File: src/common/cpu_consts.svh
// cpu core constants
// bus widths, reset address and opcode byte encodings
`ifndef CPU_CONSTS_SVH
`define CPU_CONSTS_SVH

`define DATA_W 8
`define ADDR_W 16

// first opcode fetch after reset, no vector fetch
`define RESET_PC 16'h0200

// standard 6502 encodings of the kept opcodes
`define OP_LDA_IMM 8'hA9
`define OP_LDX_IMM 8'hA2
`define OP_LDY_IMM 8'hA0
`define OP_ADC_IMM 8'h69
`define OP_AND_IMM 8'h29
`define OP_ORA_IMM 8'h09
`define OP_EOR_IMM 8'h49
`define OP_TAX 8'hAA
`define OP_TAY 8'hA8
`define OP_INX 8'hE8
`define OP_CLC 8'h18
`define OP_SEC 8'h38
`define OP_STA_ZP 8'h85
`define OP_JMP_ABS 8'h4C
`define OP_NOP 8'hEA

`endif

File: src/common/cpuPkg.sv
// cpu core types
// opcode, T-state and ALU enums plus the control, flag and bus structs
`include "cpu_consts.svh"

package cpuPkg;

  // decoded instruction, anything unknown falls to opNop
  typedef enum logic [`DATA_W-1:0] {
    opLdaImm = `OP_LDA_IMM,
    opLdxImm = `OP_LDX_IMM,
    opLdyImm = `OP_LDY_IMM,
    opAdcImm = `OP_ADC_IMM,
    opAndImm = `OP_AND_IMM,
    opOraImm = `OP_ORA_IMM,
    opEorImm = `OP_EOR_IMM,
    opTax = `OP_TAX,
    opTay = `OP_TAY,
    opInx = `OP_INX,
    opClc = `OP_CLC,
    opSec = `OP_SEC,
    opStaZp = `OP_STA_ZP,
    opJmpAbs = `OP_JMP_ABS,
    opNop = `OP_NOP
  } opcodeE;

  // cycle states of the sequencer
  typedef enum logic [1:0] {
    tFetch,
    tOperand,
    tOperandHigh,
    tWriteMem
  } tStateE;

  typedef enum logic [2:0] {
    aluPass,
    aluAdd,
    aluAnd,
    aluOr,
    aluEor,
    aluInc
  } aluOpE;

  // status bits kept by the core, order as in P
  typedef struct packed {
    logic n;
    logic v;
    logic z;
    logic c;
  } flagsT;

  // per-cycle controls from the sequencer to the datapath
  typedef struct packed {
    aluOpE aluOp;
    logic aSelX;
    logic bSelA;
    logic loadA;
    logic loadX;
    logic loadY;
    logic loadFlags;
    logic carrySet;
    logic carryClear;
    logic writeMem;
    logic loadPcFromBus;
    logic incPc;
  } ctrlT;

  // external bus request
  typedef struct packed {
    logic [`ADDR_W-1:0] addr;
    logic [`DATA_W-1:0] dataOut;
    logic rw;
  } busT;

endpackage

File: src/control/timingFsm.sv
// T-state sequencer
// instruction and operand registers, opcode decode and per-cycle controls
`timescale 1ns/1ps
`include "cpu_consts.svh"

module timingFsm import cpuPkg::*; (
  input  logic               phi0,
  input  logic               rstN,
  input  logic               rdy,
  input  logic [`DATA_W-1:0] dataIn,
  output ctrlT               ctrl,
  output logic [`DATA_W-1:0] operand,
  output logic               sync
);

  tStateE state;
  tStateE nextState;
  logic [`DATA_W-1:0] ir;
  opcodeE opcode;

  // opcode byte to instruction, unknown bytes act as NOP
  always_comb begin
    case (ir)
      `OP_LDA_IMM: opcode = opLdaImm;
      `OP_LDX_IMM: opcode = opLdxImm;
      `OP_LDY_IMM: opcode = opLdyImm;
      `OP_ADC_IMM: opcode = opAdcImm;
      `OP_AND_IMM: opcode = opAndImm;
      `OP_ORA_IMM: opcode = opOraImm;
      `OP_EOR_IMM: opcode = opEorImm;
      `OP_TAX: opcode = opTax;
      `OP_TAY: opcode = opTay;
      `OP_INX: opcode = opInx;
      `OP_CLC: opcode = opClc;
      `OP_SEC: opcode = opSec;
      `OP_STA_ZP: opcode = opStaZp;
      `OP_JMP_ABS: opcode = opJmpAbs;
      default: opcode = opNop;
    endcase
  end

  // controls for the current cycle and the step to the next state
  always_comb begin
    ctrl = '0;
    ctrl.aluOp = aluPass;
    nextState = state;
    case (state)
      tFetch: begin
        // opcode read, step past it
        ctrl.incPc = 1'b1;
        nextState = tOperand;
      end
      tOperand: begin
        nextState = tFetch;
        case (opcode)
          opLdaImm, opAdcImm, opAndImm, opOraImm, opEorImm: begin
            ctrl.loadA = 1'b1;
            ctrl.loadFlags = 1'b1;
            ctrl.incPc = 1'b1;
          end
          opLdxImm: begin
            ctrl.loadX = 1'b1;
            ctrl.loadFlags = 1'b1;
            ctrl.incPc = 1'b1;
          end
          opLdyImm: begin
            ctrl.loadY = 1'b1;
            ctrl.loadFlags = 1'b1;
            ctrl.incPc = 1'b1;
          end
          // transfers route A through the b side
          opTax: begin
            ctrl.bSelA = 1'b1;
            ctrl.loadX = 1'b1;
            ctrl.loadFlags = 1'b1;
          end
          opTay: begin
            ctrl.bSelA = 1'b1;
            ctrl.loadY = 1'b1;
            ctrl.loadFlags = 1'b1;
          end
          opInx: begin
            ctrl.aluOp = aluInc;
            ctrl.aSelX = 1'b1;
            ctrl.loadX = 1'b1;
            ctrl.loadFlags = 1'b1;
          end
          opClc: ctrl.carryClear = 1'b1;
          opSec: ctrl.carrySet = 1'b1;
          // zp address byte captured in operand, store follows
          opStaZp: begin
            ctrl.incPc = 1'b1;
            nextState = tWriteMem;
          end
          // low target byte captured, high byte next
          opJmpAbs: begin
            ctrl.incPc = 1'b1;
            nextState = tOperandHigh;
          end
          default: begin
            // dummy read of the next byte, PC stays
            nextState = tFetch;
          end
        endcase
        // ALU op for the immediate group
        case (opcode)
          opAdcImm: ctrl.aluOp = aluAdd;
          opAndImm: ctrl.aluOp = aluAnd;
          opOraImm: ctrl.aluOp = aluOr;
          opEorImm: ctrl.aluOp = aluEor;
          default: ;
        endcase
      end
      tOperandHigh: begin
        ctrl.loadPcFromBus = 1'b1;
        nextState = tFetch;
      end
      tWriteMem: begin
        ctrl.writeMem = 1'b1;
        nextState = tFetch;
      end
      default: nextState = tFetch;
    endcase
  end

  // state and IR advance only on completing edges
  always_ff @(posedge phi0 or negedge rstN) begin
    if (!rstN) begin
      state <= tFetch;
      ir <= `OP_NOP;
    end else if (rdy) begin
      state <= nextState;
      if (state == tFetch) begin
        ir <= dataIn;
      end
    end
  end

  // second instruction byte, zp address or low jump target
  always_ff @(posedge phi0) begin
    if (rdy && state == tOperand) begin
      operand <= dataIn;
    end
  end

  assign sync = (state == tFetch);

  // store cycle entered only straight from the STA operand read
  assert property (@(posedge phi0) disable iff (!rstN)
    $rose(state == tWriteMem) |-> $past(state == tOperand && opcode == opStaZp && rdy))
    else $error("write cycle not preceded by STA operand");

  // one completing fetch, then the operand read
  assert property (@(posedge phi0) disable iff (!rstN)
    (sync && rdy) |=> (!sync && state == tOperand))
    else $error("sync outside a single fetch cycle");

endmodule

File: src/datapath/alu.sv
// combinational ALU
// binary add with carry, logic ops, increment and pass, with N/V/Z/C results
`timescale 1ns/1ps
`include "cpu_consts.svh"

module alu import cpuPkg::*; (
  input  aluOpE              op,
  input  logic [`DATA_W-1:0] a,
  input  logic [`DATA_W-1:0] b,
  input  logic               carryIn,
  output logic [`DATA_W-1:0] result,
  output flagsT              flagsOut
);

  logic [`DATA_W:0] sum;
  logic carryOut;
  logic overflow;

  // one extra bit for the carry out
  assign sum = {1'b0, a} + {1'b0, b} + {{`DATA_W{1'b0}}, carryIn};

  always_comb begin
    result = b;
    // non-add ops hand C back unchanged
    carryOut = carryIn;
    // V only meaningful on add
    overflow = 1'b0;
    case (op)
      aluPass: result = b;
      aluAdd: begin
        result = sum[`DATA_W-1:0];
        carryOut = sum[`DATA_W];
        // same-sign inputs, result sign flipped
        overflow = (a[`DATA_W-1] == b[`DATA_W-1]) &&
                   (sum[`DATA_W-1] != a[`DATA_W-1]);
      end
      aluAnd: result = a & b;
      aluOr: result = a | b;
      aluEor: result = a ^ b;
      aluInc: result = a + {{(`DATA_W-1){1'b0}}, 1'b1};
      default: result = b;
    endcase
  end

  always_comb begin
    flagsOut.n = result[`DATA_W-1];
    flagsOut.v = overflow;
    flagsOut.z = (result == '0);
    flagsOut.c = carryOut;
  end

endmodule

File: src/datapath/programCounter.sv
// program counter with incrementer
// drives the address bus from the PC or the zero-page operand
`timescale 1ns/1ps
`include "cpu_consts.svh"

module programCounter import cpuPkg::*; (
  input  logic               phi0,
  input  logic               rstN,
  input  logic               rdy,
  input  ctrlT               ctrl,
  input  logic [`DATA_W-1:0] operand,
  input  logic [`DATA_W-1:0] dataIn,
  output logic [`ADDR_W-1:0] addr
);

  logic [`ADDR_W-1:0] pc;
  logic [`ADDR_W-1:0] pcNext;

  // plain +1, wraps at the top of memory
  assign pcNext = pc + {{(`ADDR_W-1){1'b0}}, 1'b1};

  always_ff @(posedge phi0 or negedge rstN) begin
    if (!rstN) begin
      pc <= `RESET_PC;
    end else if (rdy) begin
      // jump target, high byte on the bus, low byte held
      if (ctrl.loadPcFromBus) begin
        pc <= {dataIn, operand};
      end else if (ctrl.incPc) begin
        pc <= pcNext;
      end
    end
  end

  // store cycle addresses page zero
  assign addr = ctrl.writeMem ? {{(`ADDR_W-`DATA_W){1'b0}}, operand} : pc;

  // operand must be loaded before any store uses it
  assert property (@(posedge phi0) disable iff (!rstN) !$isunknown(addr))
    else $error("address bus unknown");

endmodule

File: src/datapath/registerFile.sv
// A, X and Y registers with N/V/Z/C status
// picks ALU operands, writes results back and presents A for stores
`timescale 1ns/1ps
`include "cpu_consts.svh"

module registerFile import cpuPkg::*; (
  input  logic               phi0,
  input  logic               rstN,
  input  logic               rdy,
  input  ctrlT               ctrl,
  input  logic [`DATA_W-1:0] dataIn,
  input  logic [`DATA_W-1:0] aluResult,
  input  flagsT              aluFlags,
  output logic [`DATA_W-1:0] aluA,
  output logic [`DATA_W-1:0] aluB,
  output logic [`DATA_W-1:0] dataOut,
  output logic [`DATA_W-1:0] accum,
  output logic [`DATA_W-1:0] xReg,
  output logic [`DATA_W-1:0] yReg,
  output flagsT              flags
);

  // X for INX, A otherwise
  assign aluA = ctrl.aSelX ? xReg : accum;
  // A for transfers, immediate byte otherwise
  assign aluB = ctrl.bSelA ? accum : dataIn;
  // A doubles as the data-out register
  assign dataOut = accum;

  always_ff @(posedge phi0 or negedge rstN) begin
    if (!rstN) begin
      accum <= '0;
      xReg <= '0;
      yReg <= '0;
      flags <= '0;
    end else if (rdy) begin
      if (ctrl.loadA) accum <= aluResult;
      if (ctrl.loadX) xReg <= aluResult;
      if (ctrl.loadY) yReg <= aluResult;
      if (ctrl.loadFlags) begin
        flags.n <= aluFlags.n;
        flags.z <= aluFlags.z;
        // C and V only from ADC
        if (ctrl.aluOp == aluAdd) begin
          flags.c <= aluFlags.c;
          flags.v <= aluFlags.v;
        end
      end
      // CLC / SEC
      if (ctrl.carrySet) begin
        flags.c <= 1'b1;
      end else if (ctrl.carryClear) begin
        flags.c <= 1'b0;
      end
    end
  end

  // N and Z follow the register that was written
  assert property (@(posedge phi0) disable iff (!rstN)
    ctrl.loadFlags |-> (ctrl.loadA || ctrl.loadX || ctrl.loadY))
    else $error("flags loaded without a register write");

endmodule

File: src/design/cpu6502Top.sv
// 6502-style cpu core top level
// joins the T-state sequencer with the PC, register file and ALU datapath
`timescale 1ns/1ps
`include "cpu_consts.svh"

module cpu6502Top import cpuPkg::*; (
  input  logic               phi0,
  input  logic               rstN,
  input  logic               rdy,
  input  logic [`DATA_W-1:0] dataIn,
  output busT                bus,
  output logic               sync,
  output logic [`DATA_W-1:0] accum,
  output logic [`DATA_W-1:0] xReg,
  output logic [`DATA_W-1:0] yReg,
  output flagsT              flags
);

  ctrlT ctrl;
  logic [`DATA_W-1:0] operand;
  logic [`ADDR_W-1:0] addr;
  logic [`DATA_W-1:0] aluA;
  logic [`DATA_W-1:0] aluB;
  logic [`DATA_W-1:0] aluResult;
  logic [`DATA_W-1:0] dataOut;
  flagsT aluFlags;

  // control side
  timingFsm uFsm (
    .phi0(phi0), .rstN(rstN), .rdy(rdy), .dataIn(dataIn),
    .ctrl(ctrl), .operand(operand), .sync(sync)
  );

  // address generation
  programCounter uPc (
    .phi0(phi0), .rstN(rstN), .rdy(rdy), .ctrl(ctrl),
    .operand(operand), .dataIn(dataIn), .addr(addr)
  );

  registerFile uRegs (
    .phi0(phi0), .rstN(rstN), .rdy(rdy), .ctrl(ctrl), .dataIn(dataIn),
    .aluResult(aluResult), .aluFlags(aluFlags),
    .aluA(aluA), .aluB(aluB), .dataOut(dataOut),
    .accum(accum), .xReg(xReg), .yReg(yReg), .flags(flags)
  );

  // carry in always comes from the live C flag
  alu uAlu (
    .op(ctrl.aluOp), .a(aluA), .b(aluB), .carryIn(flags.c),
    .result(aluResult), .flagsOut(aluFlags)
  );

  // bus request
  // rw low only in the store cycle
  assign bus.addr = addr;
  assign bus.dataOut = dataOut;
  assign bus.rw = ~ctrl.writeMem;

endmodule

File: config.mk
export PLATFORM = sky130hd
export DESIGN_NAME = cpu6502Top
export DESIGN_NICKNAME = d
export VERILOG_FILES = /design/src/common/cpuPkg.sv /design/src/control/timingFsm.sv /design/src/datapath/alu.sv /design/src/datapath/programCounter.sv /design/src/datapath/registerFile.sv /design/src/design/cpu6502Top.sv
export VERILOG_INCLUDE_DIRS = /design/src /design/src/common
export SDC_FILE = /design/constraint.sdc
export NUM_CORES = 1
export LEC_CHECK = 0
export BUFFER_PORTS_ARGS = -buffer_cell sky130_fd_sc_hd__buf_2
export CAP_MARGIN = 20
export CORE_MARGIN = 2
export CORE_UTILIZATION = 30
export DETAILED_ROUTE_END_ITERATION = 7
export MAX_ROUTING_LAYER = met4
export PLACE_DENSITY_LB_ADDON = 0.08
export SYNTH_ARGS = -nofsm -noshare
export SYNTH_HDL_FRONTEND = slang
export SYNTH_SLANG_ARGS = --single-unit
File: constraint.sdc
create_clock -name phi0 -period 8.9 [get_ports phi0]
set_input_delay 0.89 -clock phi0 [delete_from_list [all_inputs] [get_ports phi0]]
set_output_delay 0.89 -clock phi0 [all_outputs]
set_load 0.05 [all_outputs]
; Word level (Yosys, flattened, before mapping)
; Cells that the tools add are included.
; W data, S select, Z words.
[word_totals]
reg_bits = 62
in_bits = 11
out_inout_bits = 54
elab_cells = 106
[classes]
addsub = 4
n_eq_ne = 38
mux = 27
bitwise = 4
n_reduce_logical = 22
[op_table]
columns = operator, n
row1 = $eq A8 B8 Y1 const B, 14
row2 = $pmux W8 S14, 1
row3 = $eq A8 B7 Y1 const B, 6
row4 = $mux W16, 3
row5 = $pmux W8 S5, 1
row6 = $eq A8 B6 Y1 const B, 4
row7 = $add A16 B1 Y16 const B, 1
row8 = $eq A8 B4 Y1 const B, 2
row9 = $eq A8 B5 Y1 const B, 2
row10 = $mux W8, 2
row11 = $mux W1, 14
row12 = $pmux W3 S4, 1
row13 = $reduce_and A2 Y1, 6
row14 = $mux W11, 1
row15 = $reduce_or A10 Y1, 1
row16 = $add A8 B8 Y9, 1
row17 = $add A9 B1 Y9, 1
row18 = $reduce_or A9 Y1, 1
row19 = $add A8 B1 Y8 const B, 1
row20 = $and A8 B8 Y8, 1
row21 = $logic_not A8 Y1, 1
row22 = $or A8 B8 Y8, 1
row23 = $xor A8 B8 Y8, 1
row24 = $eq A3 B2 Y1 const B, 2
row25 = 19 further kinds, 26

; Depth between registers and ports, before layout
[depth]
ltp_word = 13
ltp_mapped = 17
depth_no_buf = 15

; Modules after synthesis
; From an unflattened synthesis, not the netlist that was laid out.
[hier_totals]
cells_unflattened = 482
hier_area_um2 = 4700.8
[by_module_without_submodules]
columns = module, n_inst, cells_each, area_per_inst_um2, seq_area_each_um2
row1 = registerFile, 1, 93, 1361.3, 700.7
row2 = programCounter, 1, 142, 1196.1, 401.6
row3 = alu, 1, 158, 1143.6, 0.0
row4 = timingFsm, 1, 88, 996.0, 496.7
row5 = cpu6502Top, 1, 1, 3.8, 0.0

; Worst setup path before layout
; OpenSTA, ideal clock, no wires.
[synth_timing]
kind = flip-flop to flip-flop
from = reg uFsm.ir[6]
to = reg, netlist name uRegs.flags[1]
setup_time_ps = 76
t_arrival_ps = 3707
t_required_ps = 8824
path_slack_ps = 5116
path_stages_with_launch = 17
path_buffers = 2
synth_period_minus_slack_ps = 3784
cell_sequence = dfstp_2 > clkbuf_1 > nor2_1 > nand4_1 > clkbuf_1 > a21o_1 > inv_1 > fa_1 > inv_1 > fa_1 > mux2_2 > o211ai_1 > o221ai_1 > o221ai_1 > nand3_1 > a2111o_1 > o21ai_1
[synth_between]
elab_chain_cells = 11
elab_cells_between_ends = 48
cone_classes = add/sub: 3 / eq/ne: 29 / mux: 9 / bitwise: 3 / reduce/logical: 4
[synth_lines]
columns = element, line
row1 = from (decl), timingFsm.sv:18  ; logic [`DATA_W-1:0] ir;
row2 = from (signal assigned), timingFsm.sv:130  ; ir <= `OP_NOP;
row3 = from (signal assigned), timingFsm.sv:134  ; ir <= dataIn;
row4 = $eq A8 B7 Y1 (tied with other cells), timingFsm.sv:23  ; case (ir)
row5 = $pmux W8 S14 *, timingFsm.sv:23
row6 = $eq A8 B8 Y1, timingFsm.sv:55  ; case (opcode)
row7 = $reduce_or A2 Y1 (no line), -
row8 = $mux W1, timingFsm.sv:55
row9 = $mux W11 *, timingFsm.sv:47  ; case (state)
row10 = $mux W8, registerFile.sv:26  ; assign aluB = ctrl.bSelA ? accum : dataIn;
row11 = $add A8 B8 Y9, alu.sv:20  ; assign sum = {1'b0, a} + {1'b0, b} + {{`DATA_W{1'b0}}, carryIn};
row12 = $add A9 B1 Y9, alu.sv:20
row13 = $pmux W8 S5, alu.sv:28  ; case (op)
row14 = $logic_not A8 Y1, alu.sv:48  ; flagsOut.z = (result == '0);
; Mark *: on every way between the ends. The rest lies on a longest branch, timed or not.
; A chain may end at the register's enable or synchronous reset.

; Final worst setup path
[layout_timing]
from = reg uFsm.ir[5]
to = reg, netlist name uRegs.flags[1]
[layout_between]
elab_chain_cells = 11
elab_cells_between_ends = 48
cone_classes = add/sub: 3 / eq/ne: 29 / mux: 9 / bitwise: 3 / reduce/logical: 4
[layout_lines]
columns = element, line
row1 = $eq A8 B7 Y1 (tied with other cells), timingFsm.sv:23
row2 = $pmux W8 S14 *, timingFsm.sv:23
row3 = $eq A8 B8 Y1, timingFsm.sv:55
row4 = $reduce_or A2 Y1 (no line), -
row5 = $mux W1, timingFsm.sv:55
row6 = $mux W11 *, timingFsm.sv:47
row7 = $mux W8, registerFile.sv:26
row8 = $add A8 B8 Y9, alu.sv:20
row9 = $add A9 B1 Y9, alu.sv:20
row10 = $pmux W8 S5, alu.sv:28
row11 = $logic_not A8 Y1, alu.sv:48
; Marks and branches as above.

==> impl_metrics.csv <==
group,metric,value,unit
synthesis,synth_adder_area_share,5.81,%
clocking,cts_setup_buffers,0,
worst_setup_path,kind_of_start_point_of_the_critical_path,"register",
worst_setup_path,r2r_cells,15,
sta,finClkSkew,11.5,ps
floorplanning,initial_utilization,30.4,%
synthesis,synth_warnings,0,
synthesis,synth.lib_cells_used.distinct,71,
clocking,clk_latency,340,ps
global_route,antenna_found_initial,0,
place,placement.io_buffers,64,
floorplanning,die_h,127,um
clocking,post_cts.resized_instances,0,
power_and_ir_drop,pwr-share-clk,18.9,%
detailed_routing,vias_per_cell,5.54,
worst_setup_path,stages_on_worst_setup_path,15,
detailed_routing,initialDrtViolationCount,355,
synthesis,sequential_share_of_the_synthesized_area,35.0,%
synthesis,ys_async_sr_fraction,87.1,%
global_route,use_met2,31.2,%
worst_setup_path,worstPathRequired,9170,ps
synthesis,dominant_combinational_cell_family_by_area_after_synthesis,"compound AO/OA/AOI/OAI gates",
finish,fin_nets,585,
power_and_ir_drop,power.density_cell_area,343,nW/um2
sta,minimum_hold_slack,481,ps
synthesis,synth_xor_area_share,1.54,%
global_route,grt_usage,19.4,%
clocking,clock_tree.buffer_depth,2,
global_route,first_pass_grt_wire_length,23200,um
synthesis,synth_simple_gate_area_share,19.5,%
sta,hold_violations,0,
finish,drive_above_1_share,24.9,%
worst_setup_path,cp_cell_sequence,"and3b_1 -> nand4_1 -> nor2_1 -> a21o_1 -> inv_1 -> fa_1 -> inv_1 -> fa_1 -> mux2_2 -> o211ai_1 -> o221ai_1 -> o221ai_1 -> nand3_1 -> a2111o_1 -> o21ai_1",
floorplanning,ioPinCount,65,
hold_path,hold_path_class,"register to register",
sta,slew_headroom,34.3,%
worst_setup_path,worst-path-buf-inv,2,
power_and_ir_drop,swShare,51.8,%
floorplanning,die_w,127,um
power_and_ir_drop,pwr-share-comb,49.2,%
synthesis,muxShareOfSynthArea,11.4,%
worst_setup_path,worst_path_max_delay_cell,"nand4_1",
place,dp_hpwl,10900,um
worst_setup_path,critical_path_peak_fanout,18,
finish,synthToLayoutAreaGrowth,14.9,%
clocking,path_clk_slew,60,ps
floorplanning,design.die.area,16200,um2
global_route,grtUsageMet3,3.52,%
synthesis,synth-edff-count,8,
clocking,tritoncts,"built",
sta,setup_violations_final,0,
power_and_ir_drop,power.static_leakage,2.27,nW
global_route,global_route.peak_usage_layer,"met2",
synthesis,flops_latches_synth,62,
detailed_routing,antenna_left,0,
power_and_ir_drop,ir_drop,0.172,mV
finish,mostFrequentLayoutCells,"buf_2, dfrtp_1, nand2_1",
power_and_ir_drop,seqPwrFrac,32.0,%
run_status,status,"finished clean",
worst_setup_path,critical_path_arrival,4840,ps
sta,fin_setup_tns,0,ps
hold_path,timing.hold.worst_path_depth,2,
worst_setup_path,worst_setup_path_end_kind,"register",
synthesis,postSynthNetCount,542,
power_and_ir_drop,net-switching-power,931,uW
floorplanning,rows,45,
place,gpl.final_weighted_congestion,0.879,
sta,grt_setup_unrepaired,"no",
global_route,met1_usage,25.0,%
synthesis,synth_flop_cell,"dfrtp_1",
detailed_routing,post-route-drc-count,0,
synthesis,synth-compound-area-share,19.9,%
sta,worstMarginPinSlew,980,ps
detailed_routing,detailedRoute.firstPassIterationCount,4,
global_route,globalRouteOverflowTotal,0,
clocking,cts_made_buffers,9,
worst_setup_path,crit_path_class,"register to register",
detailed_routing,detailroute.via_count,4136,
synthesis,synthesis.instances,511,
sta,min_period_over_period,51.3,%
detailed_routing,wl_per_cell,19.8,um
clocking,numClockSinks,62,
synthesis,postSynthAreaPerCell,8.93,um2
power_and_ir_drop,p_int,867,uW
floorplanning,coreArea,15000,um2
detailed_routing,routed_wl,14800,um
job,drv.max_cap_violation_count,0,
finish,nFillCells,1554,
clocking,cts.root.buffer_cell,"clkbuf_16",
sta,fmax,219,MHz
finish,antenna_cells_inserted,0,
global_route,grt_start_max_net_pins,55,
sta,final_max_slew_viol_count,0,
global_route,grt_pass1_vias,4033,
finish,mostFrequentLayoutCell,"buf_2",
synthesis,netlist_area,4560,um2
worst_setup_path,cp_top_family,"simple AND/OR/NAND/NOR gates",
clocking,cts_hold_buf,0,
sta,final_period_minus_worst_setup_slack,4570,ps
worst_setup_path,timing.critical_path.slowest_cell_delay,720,ps
clocking,htree_levels,3,
[routing by layer]
layer / vias to the layer above / wire, um
li1: 1942 / -
met1: 2054 / 6750
met2: 120 / 7180
met3: 20 / 615
met4: 0 / 271
met5: - / 0
[worst register-to-register path, cell delays in order (launching register included)]
cell	delay, ps
dfstp_2	710
and3b_1	260
nand4_1	720
nor2_1	300
a21o_1	130
inv_1	70
fa_1	390
inv_1	90
fa_1	410
mux2_2	280
o211ai_1	180
o221ai_1	160
o221ai_1	190
nand3_1	130
a2111o_1	360
o21ai_1	130
[layout make-up]
| class | instances | area [um2] | area share [%] |
|---|---|---|---|
| timing repair buffer | 67 | 343 | 6.54 |
| multi-input combinational | 381 | 2660 | 50.8 |
| clock buffer | 9 | 225 | 4.30 |
| clock inverter | 7 | 53.8 | 1.03 |
| inverter | 33 | 124 | 2.36 |
| sequential | 62 | 1600 | 30.5 |
| tap | 188 | 235 | 4.49 |
[sequential cells by signal, indices dropped and copies added, names as in the netlist]
| register | cells |
|---|---|
| uFsm.state | 2 |
| uFsm.ir | 8 |
| uFsm.operand | 8 |
| uRegs.xReg | 8 |
| uRegs.flags | 4 |
| uPc.pc | 16 |
| uRegs.yReg | 8 |
| uRegs.accum | 8 |
[power groups by stage]
stage	Sequential [mW]	Clock [mW]	Combinational, mW
floorplan	0.619	0	0.622
global placement	0.576	0	0.889
detailed placement	0.576	0	0.885
CTS	0.573	0.347	0.887
global route	0.599	0.359	0.957
finish	0.574	0.339	0.884
[cells in the mapped netlist, types with 9 or more instances]
master     n  area (um2)
mux2i_1   15         150
mux2_2    31         349
and2_1    10        62.6
nand2b_1  15        93.8
ha_1      18         225
buf_4     10        75.1
buf_2      9        45.0
nand2_1   46         173
nand3_1   16        80.1
o21ai_0   35         175
nor2_1    23        86.3
dfrtp_1   48        1200
o22ai_1   14        87.6
clkbuf_1  15        56.3
inv_1     33         124
a21oi_1   34         170
[logic make-up (layout without fill, tap and decap cells)]
kind of cell | count (synthesis) | count (layout)
adders and majority gates | 20 | 20
buffers and inverters | 68 | 116
muxes | 47 | 47
and+or+nand+nor | 165 | 165
DFF | 62 | 62
xor gates and xnor gates | 8 | 8
AOI/OAI and AO/OA | 141 | 141
[final timing paths]
path                            slack (ps)           start        endpoint
worst max-delay path                  4330      uFsm.ir[5]  uRegs.flags[1]
worst min-delay path                   480  uRegs.flags[2]  uRegs.flags[2]
worst max register to register        4330      uFsm.ir[5]  uRegs.flags[1]
worst min register to register         480  uRegs.flags[2]  uRegs.flags[2]
max in group asynchronous             7680            rstN   uRegs.yReg[3]
min in group asynchronous              710            rstN   uFsm.state[0]
[metrics by stage]
step / setup slack [ps] / instance area (um2) / util, % / power (mW) / cells
after floorplan: 5120 / 4560 / - / 1.24 / 511
after global placement: 4490 / 4960 / 33.0 / 1.47 / 731
after detailed placement: 4400 / 4960 / 33.0 / 1.46 / 731
after CTS: 4380 / 5240 / 34.9 / 1.81 / 747
after global routing: 4120 / 5240 / 34.9 / 1.92 / 747
final: 4330 / 5240 / 34.9 / 1.80 / 747
Note: power is estimated with default switching activity, not from simulation.
